**config.mk**
```make
export PLATFORM = sky130hd
export DESIGN_NAME = mul_unit_top
export DESIGN_NICKNAME = d
export VERILOG_FILES = /design/src/hdl/mul_pkg.sv /design/src/hdl/mul_cmd_queue.sv /design/src/hdl/mul_seq_core.sv /design/src/hdl/mul_result_buf.sv /design/src/hdl/mul_unit_top.sv
export SDC_FILE = /design/constraint.sdc
export NUM_CORES = 1
export LEC_CHECK = 0
export BUFFER_PORTS_ARGS = -buffer_cell sky130_fd_sc_hd__buf_2
export CORE_ASPECT_RATIO = 1.5
export CORE_UTILIZATION = 45
export CTS_CLUSTER_SIZE = 10
export DETAILED_ROUTE_END_ITERATION = 8
export PLACE_DENSITY_LB_ADDON = 0.25
export RECOVER_POWER = 100
export SYNTH_ARGS = -nofsm -noshare
export SYNTH_HDL_FRONTEND = slang
export SYNTH_HIERARCHICAL = 1
export SYNTH_SLANG_ARGS = --single-unit
```
**constraint.sdc**
```tcl
create_clock -name clk -period 4.8 [get_ports clk]
set_input_delay 0.96 -clock clk [delete_from_list [all_inputs] [get_ports clk]]
set_output_delay 0.96 -clock clk [all_outputs]
set_load 0.01 [all_outputs]
```
**src/hdl/mul_pkg.sv**
```systemverilog
/* Multiply unit shared definitions
   Operation codes, widths, credit depths and the 64-bit product word */
`default_nettype none

package mul_pkg;

	////////////////////////////////////////////////////////////////////
	// Widths and depths
	////////////////////////////////////////////////////////////////////

	// Operand and result word
	localparam int XLEN = 32;
	// Tag carried alongside every command
	localparam int TAG_W = 4;
	// Queue slots and initial producer credits
	localparam int CMD_DEPTH = 4;
	localparam int CMD_PTR_W = $clog2(CMD_DEPTH);
	// Consumer credits held by the result buffer out of reset
	localparam int RSP_CREDITS = 2;
	localparam int RSP_CNT_W = $clog2(RSP_CREDITS + 1);
	localparam logic [RSP_CNT_W-1:0] RSP_CNT_MAX = RSP_CNT_W'(RSP_CREDITS);
	// Radix-16 iteration over the second operand
	localparam int DIGIT_W = 4;
	localparam int DIGIT_STEPS = 8;
	localparam int STEP_W = $clog2(DIGIT_STEPS);
	localparam logic [STEP_W-1:0] LAST_STEP = STEP_W'(DIGIT_STEPS - 1);

	////////////////////////////////////////////////////////////////////
	// Operations and product
	////////////////////////////////////////////////////////////////////

	// Low two bits of the RV32M funct3 field
	typedef enum logic [1:0] {
		OP_MUL    = 2'b00,
		OP_MULH   = 2'b01,
		OP_MULHSU = 2'b10,
		OP_MULHU  = 2'b11
	} mul_op_e;

	typedef struct packed {
		logic [XLEN-1:0] hi;
		logic [XLEN-1:0] lo;
	} mul_halves_s;

	// Full product word, or its two halves for sign fix and selection
	typedef union packed {
		logic [2*XLEN-1:0] word;
		mul_halves_s       half;
	} mul_product_u;

endpackage

`default_nettype wire

```
**src/hdl/mul_cmd_queue.sv**
```systemverilog
/* Multiply unit command queue
   Credit-based input FIFO that sign-tags both operands at its head */
`timescale 1ns/10ps
`default_nettype none

module mul_cmd_queue (
	input  wire                       clk,
	input  wire                       rstn,
	input  wire                       cmd_valid,
	input  wire mul_pkg::mul_op_e     cmd_op,
	input  wire [mul_pkg::XLEN-1:0]   cmd_a,
	input  wire [mul_pkg::XLEN-1:0]   cmd_b,
	input  wire [mul_pkg::TAG_W-1:0]  cmd_tag,
	input  wire                       core_idle,
	output logic                      cmd_credit,
	output logic                      issue_valid,
	output logic [mul_pkg::XLEN:0]    issue_a33,
	output logic [mul_pkg::XLEN:0]    issue_b33,
	output mul_pkg::mul_op_e          issue_op,
	output logic [mul_pkg::TAG_W-1:0] issue_tag
);

	// Storage slots
	mul_pkg::mul_op_e           op_mem  [mul_pkg::CMD_DEPTH];
	logic [mul_pkg::XLEN-1:0]   a_mem   [mul_pkg::CMD_DEPTH];
	logic [mul_pkg::XLEN-1:0]   b_mem   [mul_pkg::CMD_DEPTH];
	logic [mul_pkg::TAG_W-1:0]  tag_mem [mul_pkg::CMD_DEPTH];

	logic [mul_pkg::CMD_PTR_W-1:0] wr_ptr;
	logic [mul_pkg::CMD_PTR_W-1:0] rd_ptr;
	// One extra bit so that a full queue is distinct from empty
	logic [mul_pkg::CMD_PTR_W:0]   count;
	logic                          deq;
	logic                          a_signed;
	logic                          b_signed;
	logic [mul_pkg::XLEN-1:0]      head_a;
	logic [mul_pkg::XLEN-1:0]      head_b;

	always_ff @(posedge clk) begin
		if (cmd_valid) begin
			op_mem[wr_ptr]  <= cmd_op;
			a_mem[wr_ptr]   <= cmd_a;
			b_mem[wr_ptr]   <= cmd_b;
			tag_mem[wr_ptr] <= cmd_tag;
		end
	end

	// Head entry leaves when the core is free to take it
	assign issue_valid = (count != '0);
	assign deq         = issue_valid && core_idle;

	always_ff @(posedge clk or negedge rstn) begin
		if (!rstn) begin
			wr_ptr     <= '0;
			rd_ptr     <= '0;
			count      <= '0;
			cmd_credit <= 1'b0;
		end else begin
			if (cmd_valid)
				wr_ptr <= wr_ptr + 1'b1;
			if (deq)
				rd_ptr <= rd_ptr + 1'b1;
			case ({cmd_valid, deq})
				2'b10:   count <= count + 1'b1;
				2'b01:   count <= count - 1'b1;
				default: count <= count;
			endcase
			// One credit back per departed command
			cmd_credit <= deq;
		end
	end

	////////////////////////////////////////////////////////////////////
	// Operand sign tagging
	////////////////////////////////////////////////////////////////////

	assign issue_op  = op_mem[rd_ptr];
	assign issue_tag = tag_mem[rd_ptr];
	assign head_a    = a_mem[rd_ptr];
	assign head_b    = b_mem[rd_ptr];

	always_comb begin
		case (issue_op)
			mul_pkg::OP_MUL,
			mul_pkg::OP_MULH:   {a_signed, b_signed} = 2'b11;
			mul_pkg::OP_MULHSU: {a_signed, b_signed} = 2'b10;
			default:            {a_signed, b_signed} = 2'b00;
		endcase
	end

	// Bit 32 carries the sign, zero for unsigned operands
	assign issue_a33 = {a_signed & head_a[mul_pkg::XLEN-1], head_a};
	assign issue_b33 = {b_signed & head_b[mul_pkg::XLEN-1], head_b};

	// A write into a full queue means the producer spent a credit it did not hold
	a_no_overrun: assert property (@(posedge clk) disable iff (!rstn)
		cmd_valid |-> (count != mul_pkg::CMD_DEPTH))
		else $error("command written into a full queue");

endmodule

`default_nettype wire

```
**src/hdl/mul_seq_core.sv**
```systemverilog
/* Iterative 33x33 signed multiplier
   Magnitude load, eight radix-16 steps and a two-half sign fix */
`timescale 1ns/10ps
`default_nettype none

module mul_seq_core (
	input  wire                       clk,
	input  wire                       rstn,
	input  wire                       issue_valid,
	input  wire [mul_pkg::XLEN:0]     issue_a33,
	input  wire [mul_pkg::XLEN:0]     issue_b33,
	input  wire mul_pkg::mul_op_e     issue_op,
	input  wire [mul_pkg::TAG_W-1:0]  issue_tag,
	input  wire                       prod_ack,
	output logic                      core_idle,
	output logic                      prod_valid,
	output mul_pkg::mul_product_u     prod,
	output mul_pkg::mul_op_e          prod_op,
	output logic [mul_pkg::TAG_W-1:0] prod_tag
);

	typedef enum logic [1:0] {
		S_IDLE = 2'b00,
		S_COMP = 2'b01,
		S_FIX  = 2'b10,
		S_HOLD = 2'b11
	} core_state_e;

	core_state_e                        state;
	logic [mul_pkg::STEP_W-1:0]         step;
	logic                               accept;
	// Unsigned magnitudes of the two operands
	logic [mul_pkg::XLEN-1:0]           src1;
	logic [mul_pkg::XLEN-1:0]           src2;
	logic                               neg;
	// Low half of the raw product was all zero
	logic                               lo_zero;
	logic [mul_pkg::XLEN+mul_pkg::DIGIT_W-1:0] partial;
	logic [2*mul_pkg::XLEN-1:0]         sum_next;

	// Two's complement magnitude of a sign-tagged operand
	function automatic logic [mul_pkg::XLEN-1:0] mag32(input logic [mul_pkg::XLEN:0] v);
		logic [mul_pkg::XLEN-1:0] low;
		low = v[mul_pkg::XLEN-1:0];
		return v[mul_pkg::XLEN] ? (~low + 1'b1) : low;
	endfunction

	assign core_idle  = (state == S_IDLE);
	assign prod_valid = (state == S_HOLD);
	assign accept     = issue_valid && core_idle;

	////////////////////////////////////////////////////////////////////
	// Digit step datapath
	////////////////////////////////////////////////////////////////////

	// Top digit of the multiplier times the full multiplicand
	assign partial = src1 * src2[mul_pkg::XLEN-1 -: mul_pkg::DIGIT_W];

	// Running sum moves up one digit before the new partial is added
	assign sum_next = {prod.word[2*mul_pkg::XLEN-mul_pkg::DIGIT_W-1:0], {mul_pkg::DIGIT_W{1'b0}}}
		+ {{(mul_pkg::XLEN-mul_pkg::DIGIT_W){1'b0}}, partial};

	always_ff @(posedge clk) begin
		if (accept) begin
			src1      <= mag32(issue_a33);
			src2      <= mag32(issue_b33);
			neg       <= issue_a33[mul_pkg::XLEN] ^ issue_b33[mul_pkg::XLEN];
			prod.word <= '0;
			prod_op   <= issue_op;
			prod_tag  <= issue_tag;
		end else if (state == S_COMP) begin
			prod.word <= sum_next;
			src2      <= src2 << mul_pkg::DIGIT_W;
			lo_zero   <= ~|sum_next[mul_pkg::XLEN-1:0];
		end else if ((state == S_FIX) && neg) begin
			// Negate low half, carry into high half only out of an all-zero low half
			prod.half.lo <= ~prod.half.lo + 1'b1;
			prod.half.hi <= lo_zero ? (~prod.half.hi + 1'b1) : ~prod.half.hi;
		end
	end

	////////////////////////////////////////////////////////////////////
	// Control FSM
	////////////////////////////////////////////////////////////////////

	always_ff @(posedge clk or negedge rstn) begin
		if (!rstn) begin
			state <= S_IDLE;
			step  <= '0;
		end else begin
			case (state)
				S_IDLE: begin
					if (issue_valid) begin
						state <= S_COMP;
						step  <= '0;
					end
				end
				S_COMP: begin
					step <= step + 1'b1;
					if (step == mul_pkg::LAST_STEP)
						state <= S_FIX;
				end
				S_FIX:
					state <= S_HOLD;
				// Result stays put until the buffer takes it
				S_HOLD: begin
					if (prod_ack)
						state <= S_IDLE;
				end
				default:
					state <= S_IDLE;
			endcase
		end
	end

	// Buffer may only take a product that is on offer
	a_ack_in_hold: assert property (@(posedge clk) disable iff (!rstn)
		prod_ack |-> prod_valid)
		else $error("product acknowledged while none held");

endmodule

`default_nettype wire

```
**src/hdl/mul_result_buf.sv**
```systemverilog
/* Multiply unit result buffer
   Picks the product half and sends it out against consumer credits */
`timescale 1ns/10ps
`default_nettype none

module mul_result_buf (
	input  wire                       clk,
	input  wire                       rstn,
	input  wire                       prod_valid,
	input  wire mul_pkg::mul_product_u prod,
	input  wire mul_pkg::mul_op_e     prod_op,
	input  wire [mul_pkg::TAG_W-1:0]  prod_tag,
	input  wire                       rsp_credit,
	output logic                      prod_ack,
	output logic                      rsp_valid,
	output logic [mul_pkg::XLEN-1:0]  rsp_data,
	output logic [mul_pkg::TAG_W-1:0] rsp_tag
);

	// Holding register has a word not yet sent
	logic                             full;
	logic [mul_pkg::RSP_CNT_W-1:0]    crd_cnt;

	// Send the held word whenever the consumer has room
	assign rsp_valid = full && (crd_cnt != '0);

	// Take a product into an empty slot, or one emptied this cycle
	assign prod_ack = prod_valid && (!full || rsp_valid);

	always_ff @(posedge clk) begin
		if (prod_ack) begin
			// MUL returns the low half, every other op the high half
			rsp_data <= (prod_op == mul_pkg::OP_MUL) ? prod.half.lo : prod.half.hi;
			rsp_tag  <= prod_tag;
		end
	end

	always_ff @(posedge clk or negedge rstn) begin
		if (!rstn) begin
			full    <= 1'b0;
			crd_cnt <= mul_pkg::RSP_CNT_MAX;
		end else begin
			if (prod_ack)
				full <= 1'b1;
			else if (rsp_valid)
				full <= 1'b0;

			// Credit in from consumer, credit out with each response
			case ({rsp_credit, rsp_valid})
				2'b10:   crd_cnt <= crd_cnt + 1'b1;
				2'b01:   crd_cnt <= crd_cnt - 1'b1;
				default: crd_cnt <= crd_cnt;
			endcase
		end
	end

	////////////////////////////////////////////////////////////////////
	// Credit checks
	////////////////////////////////////////////////////////////////////

	// Extra credits from the consumer push the count past its start value,
	// a send at zero would wrap it to the top code, both land above the bound
	a_crd_bound: assert property (@(posedge clk) disable iff (!rstn)
		crd_cnt <= mul_pkg::RSP_CNT_MAX)
		else $error("consumer credit count out of range");

endmodule

`default_nettype wire

```
**src/hdl/mul_unit_top.sv**
```systemverilog
/* Multiply unit top level
   Command queue, iterative multiplier and result buffer in a row */
`timescale 1ns/10ps
`default_nettype none

module mul_unit_top (
	input  wire                       clk,
	input  wire                       rstn,
	input  wire                       cmd_valid,
	input  wire mul_pkg::mul_op_e     cmd_op,
	input  wire [mul_pkg::XLEN-1:0]   cmd_a,
	input  wire [mul_pkg::XLEN-1:0]   cmd_b,
	input  wire [mul_pkg::TAG_W-1:0]  cmd_tag,
	input  wire                       rsp_credit,
	output logic                      cmd_credit,
	output logic                      rsp_valid,
	output logic [mul_pkg::XLEN-1:0]  rsp_data,
	output logic [mul_pkg::TAG_W-1:0] rsp_tag
);

	// Queue to core
	logic                      issue_valid;
	logic [mul_pkg::XLEN:0]    issue_a33;
	logic [mul_pkg::XLEN:0]    issue_b33;
	mul_pkg::mul_op_e          issue_op;
	logic [mul_pkg::TAG_W-1:0] issue_tag;
	logic                      core_idle;

	// Core to buffer
	logic                      prod_valid;
	mul_pkg::mul_product_u     prod;
	mul_pkg::mul_op_e          prod_op;
	logic [mul_pkg::TAG_W-1:0] prod_tag;
	logic                      prod_ack;

	mul_cmd_queue i_mul_cmd_queue (
		.clk, .rstn, .cmd_valid, .cmd_op, .cmd_a, .cmd_b, .cmd_tag, .core_idle,
		.cmd_credit, .issue_valid, .issue_a33, .issue_b33, .issue_op, .issue_tag
	);

	mul_seq_core i_mul_seq_core (
		.clk, .rstn, .issue_valid, .issue_a33, .issue_b33, .issue_op, .issue_tag,
		.prod_ack, .core_idle, .prod_valid, .prod, .prod_op, .prod_tag
	);

	mul_result_buf i_mul_result_buf (
		.clk, .rstn, .prod_valid, .prod, .prod_op, .prod_tag, .rsp_credit,
		.prod_ack, .rsp_valid, .rsp_data, .rsp_tag
	);

endmodule

`default_nettype wire

```
After elaboration in Yosys (flattened, before gate mapping)
Memories as Yosys holds them, arrays and structs flattened. A register that Yosys moved wholly into a read port is not among the register bits.
Cells that the tools add are included.
Storage, ports and cells
  flip-flop bits (word level): 184
  bits in writable memories: 280
  input bits: 74
  memories: 4
Memories
  i_mul_cmd_queue.a_mem: words 4, width 32, rd ports 1, clocked after Yosys merged registers in 0, write ports 1, line mul_cmd_queue.sv:25  | logic [mul_pkg::XLEN-1:0] a_mem [mul_pkg::CMD_DEPTH];
  i_mul_cmd_queue.b_mem: words 4, width 32, rd ports 1, clocked after Yosys merged registers in 0, write ports 1, line mul_cmd_queue.sv:26  | logic [mul_pkg::XLEN-1:0] b_mem [mul_pkg::CMD_DEPTH];
  i_mul_cmd_queue.tag_mem: words 4, width 4, rd ports 1, clocked after Yosys merged registers in 1, write ports 1, line mul_cmd_queue.sv:27  | logic [mul_pkg::TAG_W-1:0] tag_mem [mul_pkg::CMD_DEPTH];
  i_mul_cmd_queue.op_mem: words 4, width 2, rd ports 1, clocked after Yosys merged registers in 0, write ports 1, line mul_cmd_queue.sv:24  | mul_pkg::mul_op_e op_mem [mul_pkg::CMD_DEPTH];
Operators by class
  add/subtract/negate cells: 12
  multiply operators: 1
  eq/ne operators: 13
  multiplexer cells: 22
  bitwise gates (word level): 8
  reduce and logical (&&, ||, !) cells: 24
Operator list (count)
  2-to-1 mux 32 bit: 6
  adder 32 x 1 -> 32 bit, second input constant: 4
  2-to-1 mux 64 bit: 2
  inverter 32 bit: 4
  adder 64 x 36 -> 64 bit: 1
  multiplier 32 x 4 -> 36 bit: 1
  OR reduction 32 bit: 1
  nonzero test 2 bit: 7
  case mux 3 bit (2 select lines): 2
  equality test 2 bit, second input constant: 5
  equality test 2 x 1 -> 1 bit, second input constant: 4
  case mux 2 bit (4 select lines): 1
  adder 2 x 1 -> 2 bit, second input constant: 3
  adder 3 x 1 -> 3 bit, second input constant: 2
  zero test 2 bit: 3
  2-to-1 mux 1 bit: 6
  2-to-1 mux 2 bit: 3
  logical AND 1 bit: 4
  inequality test 2 bit, second input constant: 2
  case mux 2 bit (2 select lines): 1
  AND reduction 2 bit: 2
  equality test 3 bit, second input constant: 1
  2-to-1 mux 3 bit: 1
  AND reduction 3 bit: 1
  other kinds (11): 13

Longest topological paths before layout
An unclocked memory read counts as a cell.
  word-level depth: 7
  gate-level depth with buffers: 19

Cells and area by module
The synthesis kept the hierarchy.
By module, submodules not included
  mul_seq_core: times used 1, cells an instance 1548, area each 13447.9 um2
  mul_cmd_queue: times used 1, cells an instance 405, area each 10572.6 um2
  mul_result_buf: times used 1, cells an instance 85, area each 1649.1 um2

Least setup slack after synthesis
Ideal clock, no wire load.
  kind: register to register
  start: register i_mul_seq_core/src2[31] in the netlist's numbering
  end: register i_mul_seq_core/prod[63] in the netlist's numbering
  setup time: 0.166 ns
  arrival: 4.647 ns
  path slack: -0.013 ns
  stages on the path, launching flop included: 16
  buffers on the path: 1
  period minus slack after synthesis: 4.813 ns
  cell sequence: edfxtp_1 clkbuf_1 and2_1 fa_1 fa_1 inv_1 fa_1 fa_1 nand2b_1 a211oi_1 o311a_1 or3_1 nand4_1 a2111oi_0 xnor2_1 o22ai_1
On the way
  longest elaborated chain between the ends: 3
RTL lines
  from (decl): line mul_seq_core.sv:34  | logic [mul_pkg::XLEN-1:0] src2;
  from (signal assigned): line mul_seq_core.sv:66  | src2 <= mag32(issue_b33);
  from (signal assigned): line mul_seq_core.sv:73  | src2 <= src2 << mul_pkg::DIGIT_W;
  multiplier 32 x 4 -> 36 bit: line mul_seq_core.sv:57  | assign partial = src1 * src2[mul_pkg::XLEN-1 -: mul_pkg::DIGIT_W];
  adder 64 x 36 -> 64 bit: line mul_seq_core.sv:61  | + {{(mul_pkg::XLEN-mul_pkg::DIGIT_W){1'b0}}, partial};
  2-to-1 mux 64 bit: line mul_seq_core.sv:71  | end else if (state == S_COMP) begin
  to (decl): line mul_seq_core.sv:17  | output mul_pkg::mul_product_u prod,
Every way passes these cells.
A chain may end at the register's enable or synchronous reset.

Final worst setup path
  start: register i_mul_seq_core/src2[31] in the netlist's numbering
  end: register i_mul_seq_core/prod[61] in the netlist's numbering
Same word-level chain as after synthesis.

==> out/results.ini <==
[run_status]
status=finished, violations left
violations=max-capacitance violations, max-slew violations, negative setup slack

[yosys]
async_reset_ff_share_pct=3.42
yosys_warnings=6
netlist_instances=2038
avgSynthCellArea_um2=12.6
synth_edf_count=388
synth_cell_type_count=85
syn_area_um2=25700
syn-num-nets=2264
synth-main-ff-cell=edfxtp_1
ys_ff_latch=468
ys_seq_area_share_pct=51.9

[placement]
dp_slack_ps=-240
dpl.hpwl_um=43100
port_buffers=111
gp_congestion=0.917

[timing]
hold_viol=0
fin_crit_ps=4870
setup_ws_ps=-73.4
setup_viol=4
period_share_pct=102
relSlewSlack_pct=-112
fmax_mhz=205
drv_slew=493
final.setup_skew_ps=30.9
rsz0062_at_grt=true
whs_ps=421
worst_pin_slew_ps=3170

[drt]
drt-vias-per-instance=5.44
ant_nets=0
route.detailed.drc=0
drtPass1Iterations=5
post_drt_wl_per_cell_um=19.4
num_vias=16500
drtIter0Drc=869
routed_wl_um=58900

[clock_network]
path_clk_slew_ps=50
clock_sinks=468
clk_latency_ps=620
cts_tree=done
cts_htree_levels=2
cts_made_buffers=54
cts-root-buf=clkbuf_16
hold_buffers=0
cts_buffer_depth=3

[floorplan]
dieArea_um2=58000
die_x_um=197
rows=106
initial_core_util_pct=45.8
ios=112
chipHeight_um=295
core-area_um2=56100

[worst_setup_path]
cp-end-kind=flop
crit_type=reg -> reg
worstPathArrival_ps=5270
r2r_setup_slack_ps=-70
reg2reg_from=i_mul_seq_core/src2[31]
cp_max_fo=27
reg2reg_to=i_mul_seq_core/prod[61]
r2r_cells=18
required_ps=5200
critPathLaunchType=flop

[min_path]
holdPathEnd=i_mul_result_buf/rsp_tag[1]
min_from=i_mul_seq_core/prod_tag[1]
hp-class=reg -> reg
hold_depth=0

[cells_and_area]
drive_above_1_share_pct=16.3
areaGrowthSynthToFinish_pct=15.5
nets=2473

[global_route]
grt_pass1_wl_um=93200
grt-ovfl-total=0
grt_max_degree=104
antenna_found_initial=2
grt_use_total_pct=20.6
grt_pass1_vias=17300

[job]
drv_cap=10

-- cell type report --
class                      count  area, um2
inverter                     160        601
antenna                        1       2.50
timing repair buffer         258       1580
clock buffer                  86       1500
tap                          756        946
clock inverter                 5       72.6
sequential                   468      13300
multi-input combinational   1305      11600
fill                        4858      26400
-- worst max-delay path: stages, from the launching register on --
cell and delay (ps):
edfxtp_1 410, buf_12 180, and2_4 140, fa_1 500
fa_1 540, inv_1 60, fa_2 420, buf_4 150
fa_2 380, nand2b_4 160, a211oi_4 250, o311a_1 250
or3_4 170, nand4_1 110, buf_6 190, a2111oi_4 340
buf_4 170, xnor2_1 120, a21oi_1 90
-- metal layers --
metal | vias up | part of all wire [%] | global-route usage [%]
met1 | 8224 | 38 | 23.3
met4 | 2 | 3.6 | 7.45
met3 | 120 | 4.1 | 3.18
li1 | 7825 | - | -
met5 | - | 0.022 | 0
met2 | 349 | 54 | 38.8
-- worst max path at each step --
| stage | start | endpoint |
|---|---|---|
| after floorplan | i_mul_seq_core/src2[31] | i_mul_seq_core/prod[54] |
| after global placement | i_mul_seq_core/src2[31] | i_mul_seq_core/lo_zero |
| after detailed placement | i_mul_seq_core/src2[31] | i_mul_seq_core/lo_zero |
| after CTS | i_mul_seq_core/src2[31] | i_mul_seq_core/lo_zero |
| after global routing | i_mul_seq_core/src2[31] | i_mul_seq_core/lo_zero |
| final | i_mul_seq_core/src2[31] | i_mul_seq_core/prod[61] |
-- per-stage QoR --
step / util, % / area, um2 / instances / TNS, ps
global route: 52.9 / 29700 / 3039 / -5210
CTS: 52.6 / 29500 / 3032 / -89.5
detailed placement: 49.5 / 27800 / 2938 / -3210
finish: 52.9 / 29700 / 3039 / -161
floorplan: - / 25700 / 2038 / 0
global placement: 49.5 / 27800 / 2938 / -1890
-- layout by cell type, fill, tap and decap left out, drive strengths merged, types with 76 or more instances in the layout --
cell type,instances
nand2,123
buf,132
nor2,90
fa,92
a21oi,76
inv,161
o21ai,109
edfxtp,388
clkbuf,212
xnor2,108
and2,125
-- synth_stat cells (all sizes together), types with 11 or more instances --
master  count  area (um2)
or4        18         146
a21o       12        90.1
xnor2     108         946
mux4       70        1590
and3       11        68.8
o21ai     109         546
clkbuf     83         342
mux2       34         390
inv       158         593
nor3       21         105
dfxtp      64        1280
fa         92        1840
xor2       69         604
nand4      18         113
a211oi     39         293
ha         60         751
buf        22         179
o31ai      31         260
nor4       12        87.6
dfrtp      15         375
nand2     123         462
edfxtp    388       11700
o41ai      14         141
nor2       90         345
a21oi      76         380
or3        20         135
nand3      24         120
a31oi      14        87.6
and2      125         782
-- what timing repair did --
action / CTS / global route
hold endpoints to repair: 0 / 0
gates cloned: 0 / 2
resized for setup: 31 / 66
setup endpoints to repair: 36 / 44
pin swaps: 12 / 15
setup buffers: 3 / 4
-- kinds of logic after synthesis --
family	after synthesis	synth area share [%]
AOI/OAI and AO/OA	360	9.11
xor gates and xnor gates	177	6.04
adders and majority gates	152	10.1
buffers and inverters	265	4.37
DFF	468	51.9
muxes	109	7.90
and+or+nand+nor	507	10.5
-- flip-flops by register name, summed over array words and instances (netlist names) --
signal	flops
i_mul_seq_core/src1	32
i_mul_cmd_queue/b_mem	128
i_mul_result_buf/crd_cnt	2
i_mul_seq_core/step	3
i_mul_seq_core/prod_tag	4
i_mul_result_buf/full	1
i_mul_cmd_queue/op_mem	8
i_mul_seq_core/prod_op	2
i_mul_seq_core/src2	32
i_mul_result_buf/rsp_tag	4
i_mul_cmd_queue/wr_ptr	2
i_mul_seq_core/neg	1
i_mul_seq_core/lo_zero	1
i_mul_cmd_queue/a_mem	128
i_mul_seq_core/prod	64
i_mul_cmd_queue/rd_ptr	2
i_mul_cmd_queue/tag_mem	16
i_mul_cmd_queue/cmd_credit	1
i_mul_cmd_queue/count	3
i_mul_seq_core/state	2
i_mul_result_buf/rsp_data	32
Power is not shown: default switching activity piles up to over one toggle a cycle in this logic, so the estimate is an artifact.
